**config.mk**
```make
export PLATFORM = sky130hd
export DESIGN_NAME = core_top
export DESIGN_NICKNAME = d
export VERILOG_FILES = /design/src/hw/core_pkg.sv /design/src/hw/reg_file.sv /design/src/hw/execute_unit.sv /design/src/hw/sequencer.sv /design/src/hw/core_top.sv
export VERILOG_INCLUDE_DIRS = /design/src /design/src/hw
export SDC_FILE = /design/constraint.sdc
export NUM_CORES = 1
export LEC_CHECK = 0
export ABC_CLOCK_PERIOD_IN_PS = 5100
export BUFFER_PORTS_ARGS = -buffer_cell sky130_fd_sc_hd__buf_2
export CORE_AREA = 8 8 111 164
export DETAILED_ROUTE_END_ITERATION = 7
export DIE_AREA = 0 0 119 172
export GPL_TIMING_DRIVEN = 0
export HOLD_SLACK_MARGIN = 0.15
export PLACE_DENSITY = 0.74
export SYNTH_ARGS = -nofsm -noshare
export SYNTH_HDL_FRONTEND = slang
export SYNTH_SLANG_ARGS = --single-unit
export TNS_END_PERCENT = 20
```
**constraint.sdc**
```tcl
create_clock -name clock -period 5.1 [get_ports clock]
set_input_delay 0.765 -clock clock [delete_from_list [all_inputs] [get_ports clock]]
set_output_delay 0.765 -clock clock [all_outputs]
set_load 0.005 [all_outputs]
```
**src/hw/core_defs.svh**
```systemverilog
`ifndef CORE_DEFS_SVH
`define CORE_DEFS_SVH

// Datapath widths
`define CORE_BYTE_W 8
`define CORE_ADDR_W 16

`define CORE_REG_COUNT 8
`define CORE_REG_H 3'd4
`define CORE_REG_L 3'd5
`define CORE_REG_MEM 3'd6 // (HL) slot, also the immediate marker
`define CORE_REG_A 3'd7

`define CORE_RESET_PC 16'h0000

// Opcode groups in bits 7:6
`define CORE_GRP_IMM 2'b00
`define CORE_GRP_LD 2'b01
`define CORE_GRP_ALU 2'b10
`define CORE_GRP_MISC 2'b11

`define CORE_OP_JP_NN 8'hC3
`define CORE_OP_JP_CC_LO 3'b010 // Low field of JP cc,nn

`endif

```
**src/hw/core_pkg.sv**
```systemverilog
`default_nettype none

`include "core_defs.svh"

package core_pkg;

    typedef logic [`CORE_BYTE_W-1:0] byte_t;
    typedef logic [`CORE_ADDR_W-1:0] addr_t;
    typedef logic [$clog2(`CORE_REG_COUNT)-1:0] reg_idx_t;

    // Same order as the ooo field of the opcode
    typedef enum logic [2:0] {
        alu_add,
        alu_adc,
        alu_sub,
        alu_sbc,
        alu_and,
        alu_xor,
        alu_or,
        alu_cp
    } alu_op_t;

    typedef enum logic [1:0] {
        wb_alu,
        wb_rdata,
        wb_reg
    } wb_src_t;

    typedef enum logic {
        b_reg,
        b_rdata
    } alu_b_src_t;

    typedef enum logic [2:0] {
        st_fetch,
        st_decode,
        st_imm,
        st_addr_lo,
        st_addr_hi
    } seq_state_t;

endpackage

`default_nettype wire

```
**src/hw/reg_file.sv**
```systemverilog
`default_nettype none

`include "core_defs.svh"

module reg_file (
    input  logic               clock,
    input  logic               rst_n,
    input  core_pkg::reg_idx_t rd_a_idx,
    input  core_pkg::reg_idx_t rd_b_idx,
    input  logic               wr_en,
    input  core_pkg::reg_idx_t wr_idx,
    input  core_pkg::byte_t    wdata,
    output core_pkg::byte_t    rd_a,
    output core_pkg::byte_t    rd_b,
    output core_pkg::byte_t    acc,
    output core_pkg::addr_t    hl
);
    import core_pkg::*;

    byte_t regs [`CORE_REG_COUNT];

    always_ff @(posedge clock or negedge rst_n)
    begin
        if (!rst_n)
        begin
            for (int i = 0; i < `CORE_REG_COUNT; i++)
            begin
                regs[i] <= '0;
            end
        end
        else if (wr_en)
        begin
            regs[wr_idx] <= wdata;
        end
    end

    assign rd_a = regs[rd_a_idx];
    assign rd_b = regs[rd_b_idx];
    assign acc  = regs[`CORE_REG_A]; // Fixed ALU operand A
    assign hl   = {regs[`CORE_REG_H], regs[`CORE_REG_L]};

endmodule

`default_nettype wire

```
**src/hw/execute_unit.sv**
```systemverilog
`default_nettype none

`include "core_defs.svh"

module execute_unit (
    input  logic                 clock,
    input  logic                 rst_n,
    input  core_pkg::alu_op_t    alu_op,
    input  logic                 alu_en,
    input  core_pkg::alu_b_src_t b_src,
    input  core_pkg::wb_src_t    wb_src,
    input  core_pkg::byte_t      acc,
    input  core_pkg::byte_t      rd_b,
    input  core_pkg::byte_t      mem_rdata,
    input  logic [1:0]           cond_sel,
    output core_pkg::byte_t      rf_wdata,
    output logic                 cond_true
);
    import core_pkg::*;

    byte_t b_opnd;
    byte_t alu_res;
    logic [`CORE_BYTE_W:0] ext_a;
    logic [`CORE_BYTE_W:0] ext_b;
    logic [`CORE_BYTE_W:0] carry_in;
    logic [`CORE_BYTE_W:0] ext_res; // Top bit is carry or borrow
    logic z_flag;
    logic c_flag;

    assign b_opnd   = (b_src == b_rdata) ? mem_rdata : rd_b;
    assign ext_a    = {1'b0, acc};
    assign ext_b    = {1'b0, b_opnd};
    assign carry_in = {{`CORE_BYTE_W{1'b0}}, c_flag};

    always_comb
    begin
        case (alu_op)
            alu_add:         ext_res = ext_a + ext_b;
            alu_adc:         ext_res = ext_a + ext_b + carry_in;
            alu_sub, alu_cp: ext_res = ext_a - ext_b;
            alu_sbc:         ext_res = ext_a - ext_b - carry_in;
            // Logic ops leave the top bit clear, so C drops to 0
            alu_and:         ext_res = {1'b0, acc & b_opnd};
            alu_xor:         ext_res = {1'b0, acc ^ b_opnd};
            alu_or:          ext_res = {1'b0, acc | b_opnd};
            default:         ext_res = '0;
        endcase
    end

    assign alu_res = ext_res[`CORE_BYTE_W-1:0];

    always_ff @(posedge clock or negedge rst_n)
    begin
        if (!rst_n)
        begin
            z_flag <= 1'b0;
            c_flag <= 1'b0;
        end
        else if (alu_en)
        begin
            z_flag <= (alu_res == '0);
            c_flag <= ext_res[`CORE_BYTE_W];
        end
    end

    always_comb
    begin
        case (wb_src)
            wb_rdata: rf_wdata = mem_rdata; // LD r,n
            wb_reg:   rf_wdata = rd_b;      // LD r,r'
            default:  rf_wdata = alu_res;
        endcase
    end

    // cc field: NZ, Z, NC, C
    always_comb
    begin
        case (cond_sel)
            2'b00:   cond_true = ~z_flag;
            2'b01:   cond_true = z_flag;
            2'b10:   cond_true = ~c_flag;
            default: cond_true = c_flag;
        endcase
    end

endmodule

`default_nettype wire

```
**src/hw/sequencer.sv**
```systemverilog
`default_nettype none

`include "core_defs.svh"

module sequencer (
    input  logic                 clock,
    input  logic                 rst_n,
    input  core_pkg::byte_t      mem_rdata,
    input  core_pkg::addr_t      hl,
    input  logic                 cond_true,
    output core_pkg::addr_t      mem_addr,
    output logic                 mem_read,
    output logic                 mem_write,
    output core_pkg::reg_idx_t   rd_a_idx,
    output core_pkg::reg_idx_t   rd_b_idx,
    output core_pkg::reg_idx_t   wr_idx,
    output logic                 wr_en,
    output logic                 alu_en,
    output core_pkg::alu_op_t    alu_op,
    output core_pkg::alu_b_src_t b_src,
    output core_pkg::wb_src_t    wb_src,
    output logic [1:0]           cond_sel
);
    import core_pkg::*;

    seq_state_t state;
    seq_state_t next_state;
    addr_t      pc;
    addr_t      addr_buf;
    addr_t      fetch_addr;
    byte_t      ir;
    byte_t      op;
    logic       jp_taken;
    logic [1:0] grp;
    reg_idx_t   dst;
    reg_idx_t   src;
    alu_op_t    op_alu;
    logic       is_ld_rr;
    logic       is_st_hl;
    logic       is_alu_r;
    logic       is_ld_rn;
    logic       is_alu_n;
    logic       is_jp;
    logic       is_cp;

    // Opcode arrives on the bus during decode, later states use the latched copy
    assign op     = (state == st_decode) ? mem_rdata : ir;
    assign grp    = op[7:6];
    assign dst    = op[5:3];
    assign src    = op[2:0];
    assign op_alu = alu_op_t'(op[5:3]);
    assign is_cp  = (op_alu == alu_cp);

    assign is_ld_rr = (grp == `CORE_GRP_LD) && (dst != `CORE_REG_MEM) && (src != `CORE_REG_MEM);
    assign is_st_hl = (grp == `CORE_GRP_LD) && (dst == `CORE_REG_MEM) && (src != `CORE_REG_MEM);
    assign is_alu_r = (grp == `CORE_GRP_ALU) && (src != `CORE_REG_MEM);
    assign is_ld_rn = (grp == `CORE_GRP_IMM) && (src == `CORE_REG_MEM) && (dst != `CORE_REG_MEM);
    assign is_alu_n = (grp == `CORE_GRP_MISC) && (src == `CORE_REG_MEM);
    assign is_jp    = (op == `CORE_OP_JP_NN) ||
                      ((grp == `CORE_GRP_MISC) && !op[5] && (src == `CORE_OP_JP_CC_LO));

    assign cond_sel = ir[4:3];

    // Buffer holds {lo, hi} after both bytes, swap back for the target
    assign fetch_addr = jp_taken ? {addr_buf[7:0], addr_buf[15:8]} : pc;

    always_comb
    begin
        mem_addr   = pc;
        mem_read   = 1'b0;
        mem_write  = 1'b0;
        rd_a_idx   = `CORE_REG_A;
        rd_b_idx   = src;
        wr_en      = 1'b0;
        wr_idx     = dst;
        alu_en     = 1'b0;
        alu_op     = op_alu;
        b_src      = b_reg;
        wb_src     = wb_alu;
        next_state = st_fetch;
        case (state)
            st_fetch:
            begin
                mem_addr   = fetch_addr;
                mem_read   = 1'b1;
                next_state = st_decode;
            end
            st_decode:
            begin
                if (is_ld_rr)
                begin
                    wr_en  = 1'b1;
                    wb_src = wb_reg;
                end
                else if (is_st_hl)
                begin
                    mem_addr  = hl;
                    mem_write = 1'b1;
                    rd_a_idx  = src; // Store data straight from the register
                end
                else if (is_alu_r)
                begin
                    alu_en = 1'b1;
                    wr_en  = !is_cp;
                    wr_idx = `CORE_REG_A;
                end
                else if (is_ld_rn || is_alu_n)
                begin
                    mem_read   = 1'b1;
                    next_state = st_imm;
                end
                else if (is_jp)
                begin
                    mem_read   = 1'b1;
                    next_state = st_addr_lo;
                end
            end
            st_imm:
            begin
                if (is_alu_n)
                begin
                    b_src  = b_rdata;
                    alu_en = 1'b1;
                    wr_en  = !is_cp;
                    wr_idx = `CORE_REG_A;
                end
                else
                begin
                    wr_en  = 1'b1;
                    wb_src = wb_rdata;
                end
            end
            st_addr_lo:
            begin
                mem_read   = 1'b1;
                next_state = st_addr_hi;
            end
            default:
            begin
                next_state = st_fetch;
            end
        endcase
    end

    always_ff @(posedge clock or negedge rst_n)
    begin
        if (!rst_n)
        begin
            state    <= st_fetch;
            pc       <= `CORE_RESET_PC;
            jp_taken <= 1'b0;
        end
        else
        begin
            state <= next_state;
            if (mem_read)
            begin
                pc <= mem_addr + addr_t'(1); // Step past each byte read
            end
            if (state == st_fetch)
            begin
                jp_taken <= 1'b0;
            end
            else if (state == st_addr_hi)
            begin
                jp_taken <= (ir == `CORE_OP_JP_NN) || cond_true;
            end
        end
    end

    always_ff @(posedge clock)
    begin
        if (state == st_decode)
        begin
            ir <= mem_rdata;
        end
        if (state == st_addr_lo || state == st_addr_hi)
        begin
            addr_buf <= {addr_buf[7:0], mem_rdata};
        end
    end

endmodule

`default_nettype wire

```
**src/hw/core_top.sv**
```systemverilog
`default_nettype none

module core_top (
    input  logic            clock,
    input  logic            rst_n,
    input  core_pkg::byte_t mem_rdata,
    output core_pkg::addr_t mem_addr,
    output logic            mem_read,
    output logic            mem_write,
    output core_pkg::byte_t mem_wdata
);
    import core_pkg::*;

    reg_idx_t   rd_a_idx;
    reg_idx_t   rd_b_idx;
    reg_idx_t   wr_idx;
    logic       wr_en;
    logic       alu_en;
    logic       cond_true;
    logic [1:0] cond_sel;
    alu_op_t    alu_op;
    alu_b_src_t b_src;
    wb_src_t    wb_src;
    byte_t      rd_b;
    byte_t      acc;
    byte_t      rf_wdata;
    addr_t      hl;

    sequencer u_sequencer (
        .clock     (clock),
        .rst_n     (rst_n),
        .mem_rdata (mem_rdata),
        .hl        (hl),
        .cond_true (cond_true),
        .mem_addr  (mem_addr),
        .mem_read  (mem_read),
        .mem_write (mem_write),
        .rd_a_idx  (rd_a_idx),
        .rd_b_idx  (rd_b_idx),
        .wr_idx    (wr_idx),
        .wr_en     (wr_en),
        .alu_en    (alu_en),
        .alu_op    (alu_op),
        .b_src     (b_src),
        .wb_src    (wb_src),
        .cond_sel  (cond_sel)
    );

    // Port A doubles as the store data path
    reg_file u_reg_file (
        .clock    (clock),
        .rst_n    (rst_n),
        .rd_a_idx (rd_a_idx),
        .rd_b_idx (rd_b_idx),
        .wr_en    (wr_en),
        .wr_idx   (wr_idx),
        .wdata    (rf_wdata),
        .rd_a     (mem_wdata),
        .rd_b     (rd_b),
        .acc      (acc),
        .hl       (hl)
    );

    execute_unit u_execute_unit (
        .clock     (clock),
        .rst_n     (rst_n),
        .alu_op    (alu_op),
        .alu_en    (alu_en),
        .b_src     (b_src),
        .wb_src    (wb_src),
        .acc       (acc),
        .rd_b      (rd_b),
        .mem_rdata (mem_rdata),
        .cond_sel  (cond_sel),
        .rf_wdata  (rf_wdata),
        .cond_true (cond_true)
    );

endmodule

`default_nettype wire

```
# Word level (Yosys, flattened, before mapping)
# Index checks and enable logic that the tools add are counted.
# totals
reg_bits,110
in_bits,10
out_inout_bits,26
wordCells,138
# op_classes
add_sub_neg,5
n_lt_le_gt_ge,4
n_eq_ne,24
muxes,57
bitwise_logic,8
n_reduce_logical,25
# ops
operator,count
$bwmux W64,1
$pmux W9 S7,1
$mux W8,7
$bmux W8 S3,2
$mux W16,3
$mux W3,11
$pmux W16 S2,1
$demux W8 S3,1
$mux W1,20
$eq A3 B3 Y1 const B,6
$add A16 B1 Y16 const B,1
$eq A8 B8 Y1 const B,2
$pmux W8 S2,1
$eq A3 B2 Y1 const B,5
$ge A4 B4 Y1 const B,3
$not A3 Y4,3
$logic_and A1 B1 Y1,11
$add A8 B8 Y9,1
$add A9 B1 Y9,1
$pmux W3 S3,1
$sub A8 B8 Y9,1
$sub A9 B1 Y9,1
$and A8 B8 Y8,1
$eq A2 B2 Y1 const B,4
other kinds (19),34

# Depth between registers and ports, before layout
# depth
word_depth,14
mapped_depth,22
mapped_depth_nobuf,20

# Hierarchy
# Synthesis repeated with hierarchy kept, for this count alone.
# unflattened
hier_cells,890
hier_area_um2,8968.6
# by_module_without_submodules
module,instances,cells_per_inst,area_each_um2,seq_area_each_um2
reg_file,1,225,3719.8,1601.5
sequencer,1,344,2985.4,1141.1
execute_unit,1,321,2263.4,50.0

# Least setup slack after synthesis
# OpenSTA, ideal clock, no wires.
# synth_path
path_type,in2reg
startpoint,input mem_rdata[1]
endpoint,"register u_reg_file.regs, in the netlist u_reg_file.acc[7]"
setup_time_ps,125
arrival_ps,4912
t_required_ps,4975
path_slack_ps,63
path_stages,20
n_path_buf,2
cell_sequence,clkbuf_1 > nor4bb_1 > a21oi_1 > inv_2 > buf_2 > mux2i_1 > mux2i_1 > mux2i_1 > nand2_1 > o21a_1 > inv_1 > ha_1 > a211oi_1 > nor2_1 > or3_1 > nor4_1 > mux2i_1 > o221ai_1 > o21a_1 > mux2_2
# synth_via
elab_chain_cells,13
word_cells_on_any_way,45
classes_between,add/sub (4); order compare (2); eq/ne (4); mux (25); bitwise (5); reduce/logical (5)
# synth_rtl
item,line,rtl
from (decl),core_top.sv:6,"input core_pkg::byte_t mem_rdata,"
branches (longest 13 deep; another with $sub A8 B8 Y9),-,
"to (signal, indexed assignment)",reg_file.sv:33,regs[wr_idx] <= wdata;
to (decl),reg_file.sv:20,byte_t regs [`CORE_REG_COUNT];
# Several ways; the timed one is not identified. The select of a mux whose other input is x is not followed.
# A chain may end at the register's enable or synchronous reset.

# Final worst setup path
# layout_path
startpoint,register u_sequencer.state[2]
endpoint,"register u_reg_file.regs, in the netlist u_reg_file.hl[15]"
# layout_via
elab_chain_cells,14
word_cells_on_any_way,63
classes_between,add/sub (4); order compare (2); eq/ne (17); mux (25); bitwise (5); reduce/logical (10)
# layout_rtl
item,line,rtl
from (decl),sequencer.sv:26,seq_state_t state;
from (signal assigned),sequencer.sv:149,state <= st_fetch;
from (signal assigned),sequencer.sv:155,state <= next_state;
branches (longest 14 deep; another with $sub A8 B8 Y9),-,
# Several ways; the timed one is not identified. The select of a mux whose other input is x is not followed.

==> key figures <==
CTS
  • Worst skew pair latency: about 370 ps
  • Reg clk slew, reported paths: ~80 ps
  • CTS H-tree depth: 3
  • CTS root buf: clkbuf_16
  • Cts bufs inserted: 9
  • Max clock buf depth: 2
  • TritonCTS Sinks: 110
  • CTS tree: built

Synthesis
  • Synth unique cells: 93
  • Mapped Area: 0.00850 mm2
  • Ys Warns: 0
  • Post-synth EDFFs: 16
  • Synth Register Bits: 110
  • Synth Instances: 847
  • Syn Nets: 890
  • Most used flip-flop cell after synthesis: dfrtp_1
  • Syn_area_per_cell: 10.0 um2
  • Post-synthesis sequential area ratio: 32.9%
  • Ys async rst share: 78.2%

Setup path
  • Crit path DAT: 5240 ps
  • Most used cell, CP: mux2i_1
  • Crit path capture type: flop
  • Slowest-stage cell, CP: dfrtp_2
  • CP cell instances: or3b_1 > buf_4 > a21oi_4 > inv_4 > buf_12 > mux2i_1 > mux2i_1 > mux2i_2 > nand2_1 > o21a_2 > ha_2 > fa_2 > xor2_2 > nand3_1 > or3_4 > nor4_4 > mux2i_1 > o221ai_2 > o21a_4 > mux2_2
  • R2R Setup Slk: 110 ps
  • CP Class: reg2reg
  • Crit start category: flop
  • CP Data Required Time: between 5000 and 6000 ps
  • Worst-case reg-to-reg path depth: 20
  • Crit-path max cell delay: 450 ps
  • Top delay family on crit path: simple AND/OR/NAND/NOR gates
  • Worst Path Max Fanout: 10
  • Critical Path Stages: 20
  • WP buf/inv: 3

STA
  • Setup repair after global routing missed its margin: true
  • Final hold violation count: 0
  • Final setup viols: 0
  • Setup TNS: 0 ps
  • Final worst-path cycle share: between 90 and 100%
  • Minimum clock period: around 5000 ps
  • Max Slew Vio Count: 0
  • Achievable Freq: 200 MHz
  • Max_slew headroom: 8.46%
  • Worst slew pin tran: approximately 1400 ps
  • Clock skew: 18.4 ps

Min path
  • Worst min path class: in2async

Placement
  • Area after DPL: 0.00895 mm2
  • GP Congestion: 0.935
  • Buffers on Ports: 35
  • Post-Place Cells: ~1,100
  • Detailed Place HPWL: 19,400 um

Routing
  • Drt pass-1 iters: 5
  • Via/cell ratio: roughly 6.5
  • Final WL: 26,500 um
  • Top routing layer in use: met4
  • Met3 WL: ~1300 um
  • Routed len/inst: between 20 and 25 um
  • Drt drc: 0
  • Initial DRC count: 516
  • Routed length on met2: 13,500 um
  • Routed Antenna Nets: 0
  • DR vias: 7,232
  • Met1 Wirelength: 10,100 um

Global route
  • Gr ovfl total: 0
  • Largest net degree at the start of global routing: 45
  • Antenna violations before repair: 0
  • First-pass GRT wire length: approximately 41,000 um
  • Vias in the first global route: 7,353
  • GRT Overall Usage: 26.0%

Die
  • DIE HEIGHT: 172 um
  • Initial Utilization: 53.4%
  • IO Pins: 36
  • FP Rows: 57
  • Core area: around 0.016 mm2
  • Die area: a little over 0.02 mm2
  • Die Wd: 119 um

Cells and area
  • Share of cells above drive strength 1: slightly below 30%
  • Final Net Count: 951
  • Fin cells: 1,119
  • Final std cell area, no fill: 0.00981 mm2
  • Antenna diodes: 0
  • Synthesis-to-finish area growth: 15.5%

Status
  • Status: finished clean

Run
  • Number of max-cap violations: 0
repair_timing:
item | 4_1_cts | 5_1_grt
hold buffers | 0 | 0
buffers inserted | 4 | 15
pin swaps | 8 | 11
setup endpoints to repair | 66 | 49
resized for setup | 56 | 35
final cells by class:
| type | count | area [um2] |
|---|---|---|
| repair buffers | 55 | 369 |
| multi-input cells | 635 | 5580 |
| fillers | 1338 | 6090 |
| well taps | 206 | 258 |
| inverters | 57 | 218 |
| clock buffers | 9 | 225 |
| clock inverters | 7 | 91.3 |
| flip-flops and latches | 110 | 2790 |
| plain buffers | 40 | 277 |
synthesized netlist by cell type, types with 6 or more instances:
| cell type | n | area, um2 |
|---|---|---|
| a21o_1 | 6 | 45.0 |
| o211a_1 | 6 | 60.1 |
| nand3b_1 | 11 | 82.6 |
| o21a_1 | 18 | 135 |
| nor2_1 | 33 | 124 |
| nor3_1 | 12 | 60.1 |
| inv_1 | 55 | 206 |
| dfxtp_1 | 8 | 160 |
| ha_1 | 31 | 388 |
| mux2i_1 | 78 | 781 |
| xnor2_1 | 21 | 184 |
| nor3b_1 | 8 | 60.1 |
| edfxtp_1 | 16 | 480 |
| o211ai_1 | 8 | 60.1 |
| dfrtp_1 | 86 | 2150 |
| nor2b_1 | 9 | 56.3 |
| o21ai_0 | 33 | 165 |
| mux2_2 | 69 | 777 |
| mux4_2 | 12 | 270 |
| nand2_1 | 65 | 244 |
| clkbuf_1 | 23 | 86.3 |
| nand3_2 | 9 | 90.1 |
| a21oi_1 | 32 | 160 |
| a211oi_1 | 7 | 52.6 |
| nand3_1 | 20 | 100 |
| nand2b_1 | 11 | 68.8 |
| buf_2 | 13 | 65.1 |
| o21ai_1 | 8 | 40.0 |
| xor2_1 | 10 | 87.6 |
per-layer routing:
| metal | GRT usage (%) | up-vias |
|---|---|---|
| li1 | - | 3246 |
| met4 | 15.8 | 0 |
| met5 | 0 | - |
| met1 | 28.9 | 3577 |
| met2 | 46.9 | 305 |
| met3 | 2.94 | 104 |
logic make-up after synthesis:
| logic type | count (synthesis) | share of synthesized area, % |
|---|---|---|
| simple gates | 224 | 15.2 |
| mux | 169 | 23.6 |
| flops | 110 | 32.9 |
| buf+inv | 102 | 5.29 |
| fa+ha+maj | 33 | 5.04 |
| compound gates | 178 | 14.8 |
| xor+xnor | 31 | 3.19 |
registers in the layout (all words and copies together), names as in the netlist, 3 cells and up:
signal	count
u_reg_file.hl	16
u_sequencer.pc	16
u_sequencer.ir	8
u_sequencer.state	3
u_sequencer.addr_buf	16
u_reg_file.regs	40
u_reg_file.acc	8
final timing paths:
path                                             to                     from
setup / recovery                  u_reg_file.hl[15]     u_sequencer.state[2]
hold / removal                 u_sequencer.state[1]                    rst_n
setup reg to reg                  u_reg_file.hl[15]     u_sequencer.state[2]
hold reg to reg            u_sequencer.addr_buf[14]  u_sequencer.addr_buf[6]
max in group asynchronous         u_reg_file.hl[15]                    rst_n
min in group clock         u_sequencer.addr_buf[14]  u_sequencer.addr_buf[6]
stage by stage:
step / worst slack, ps / util (%) / hold WS [ps]
2_1_floorplan: 63.3 / - / 420
3_3_place_gp: -1540 / 56.2 / 434
3_5_place_dp: -1580 / 56.3 / 441
4_1_cts: 1.87 / 60.0 / 427
5_1_grt: -51.6 / 61.7 / 453
6_report: 107 / 61.7 / 404
layout by cell type, fill, tap and decap left out, types with 6 or more instances in the layout:
master,instances
nor3_1,12
ha_1,24
buf_2,40
nor2b_1,8
nor3b_1,7
o21ai_1,8
xnor2_1,20
nand3b_1,11
nand2_1,64
o211a_1,6
buf_6,10
clkbuf_16,9
nand3_2,10
nand3_1,19
xor2_1,8
nor2_1,32
clkbuf_1,15
mux4_2,12
a21o_1,6
mux2_2,69
dfrtp_1,85
o21ai_0,32
a21oi_1,29
ha_2,6
edfxtp_1,16
inv_1,54
dfxtp_1,8
o211ai_1,8
nand2b_1,11
buf_4,21
mux2i_1,73
o21a_1,14
worst register-to-register path: stages, from the launching register on:
cell	delay, ps
dfrtp_2	450
or3b_1	360
buf_4	210
a21oi_4	200
inv_4	90
buf_12	160
mux2i_1	160
mux2i_1	100
mux2i_2	270
nand2_1	120
o21a_2	160
ha_2	220
fa_2	400
xor2_2	180
nand3_1	150
or3_4	390
nor4_4	300
mux2i_1	240
o221ai_2	160
o21a_4	270
mux2_2	270
Power is not shown: default switching activity piles up to over one toggle a cycle in this logic, so the estimate is an artifact.
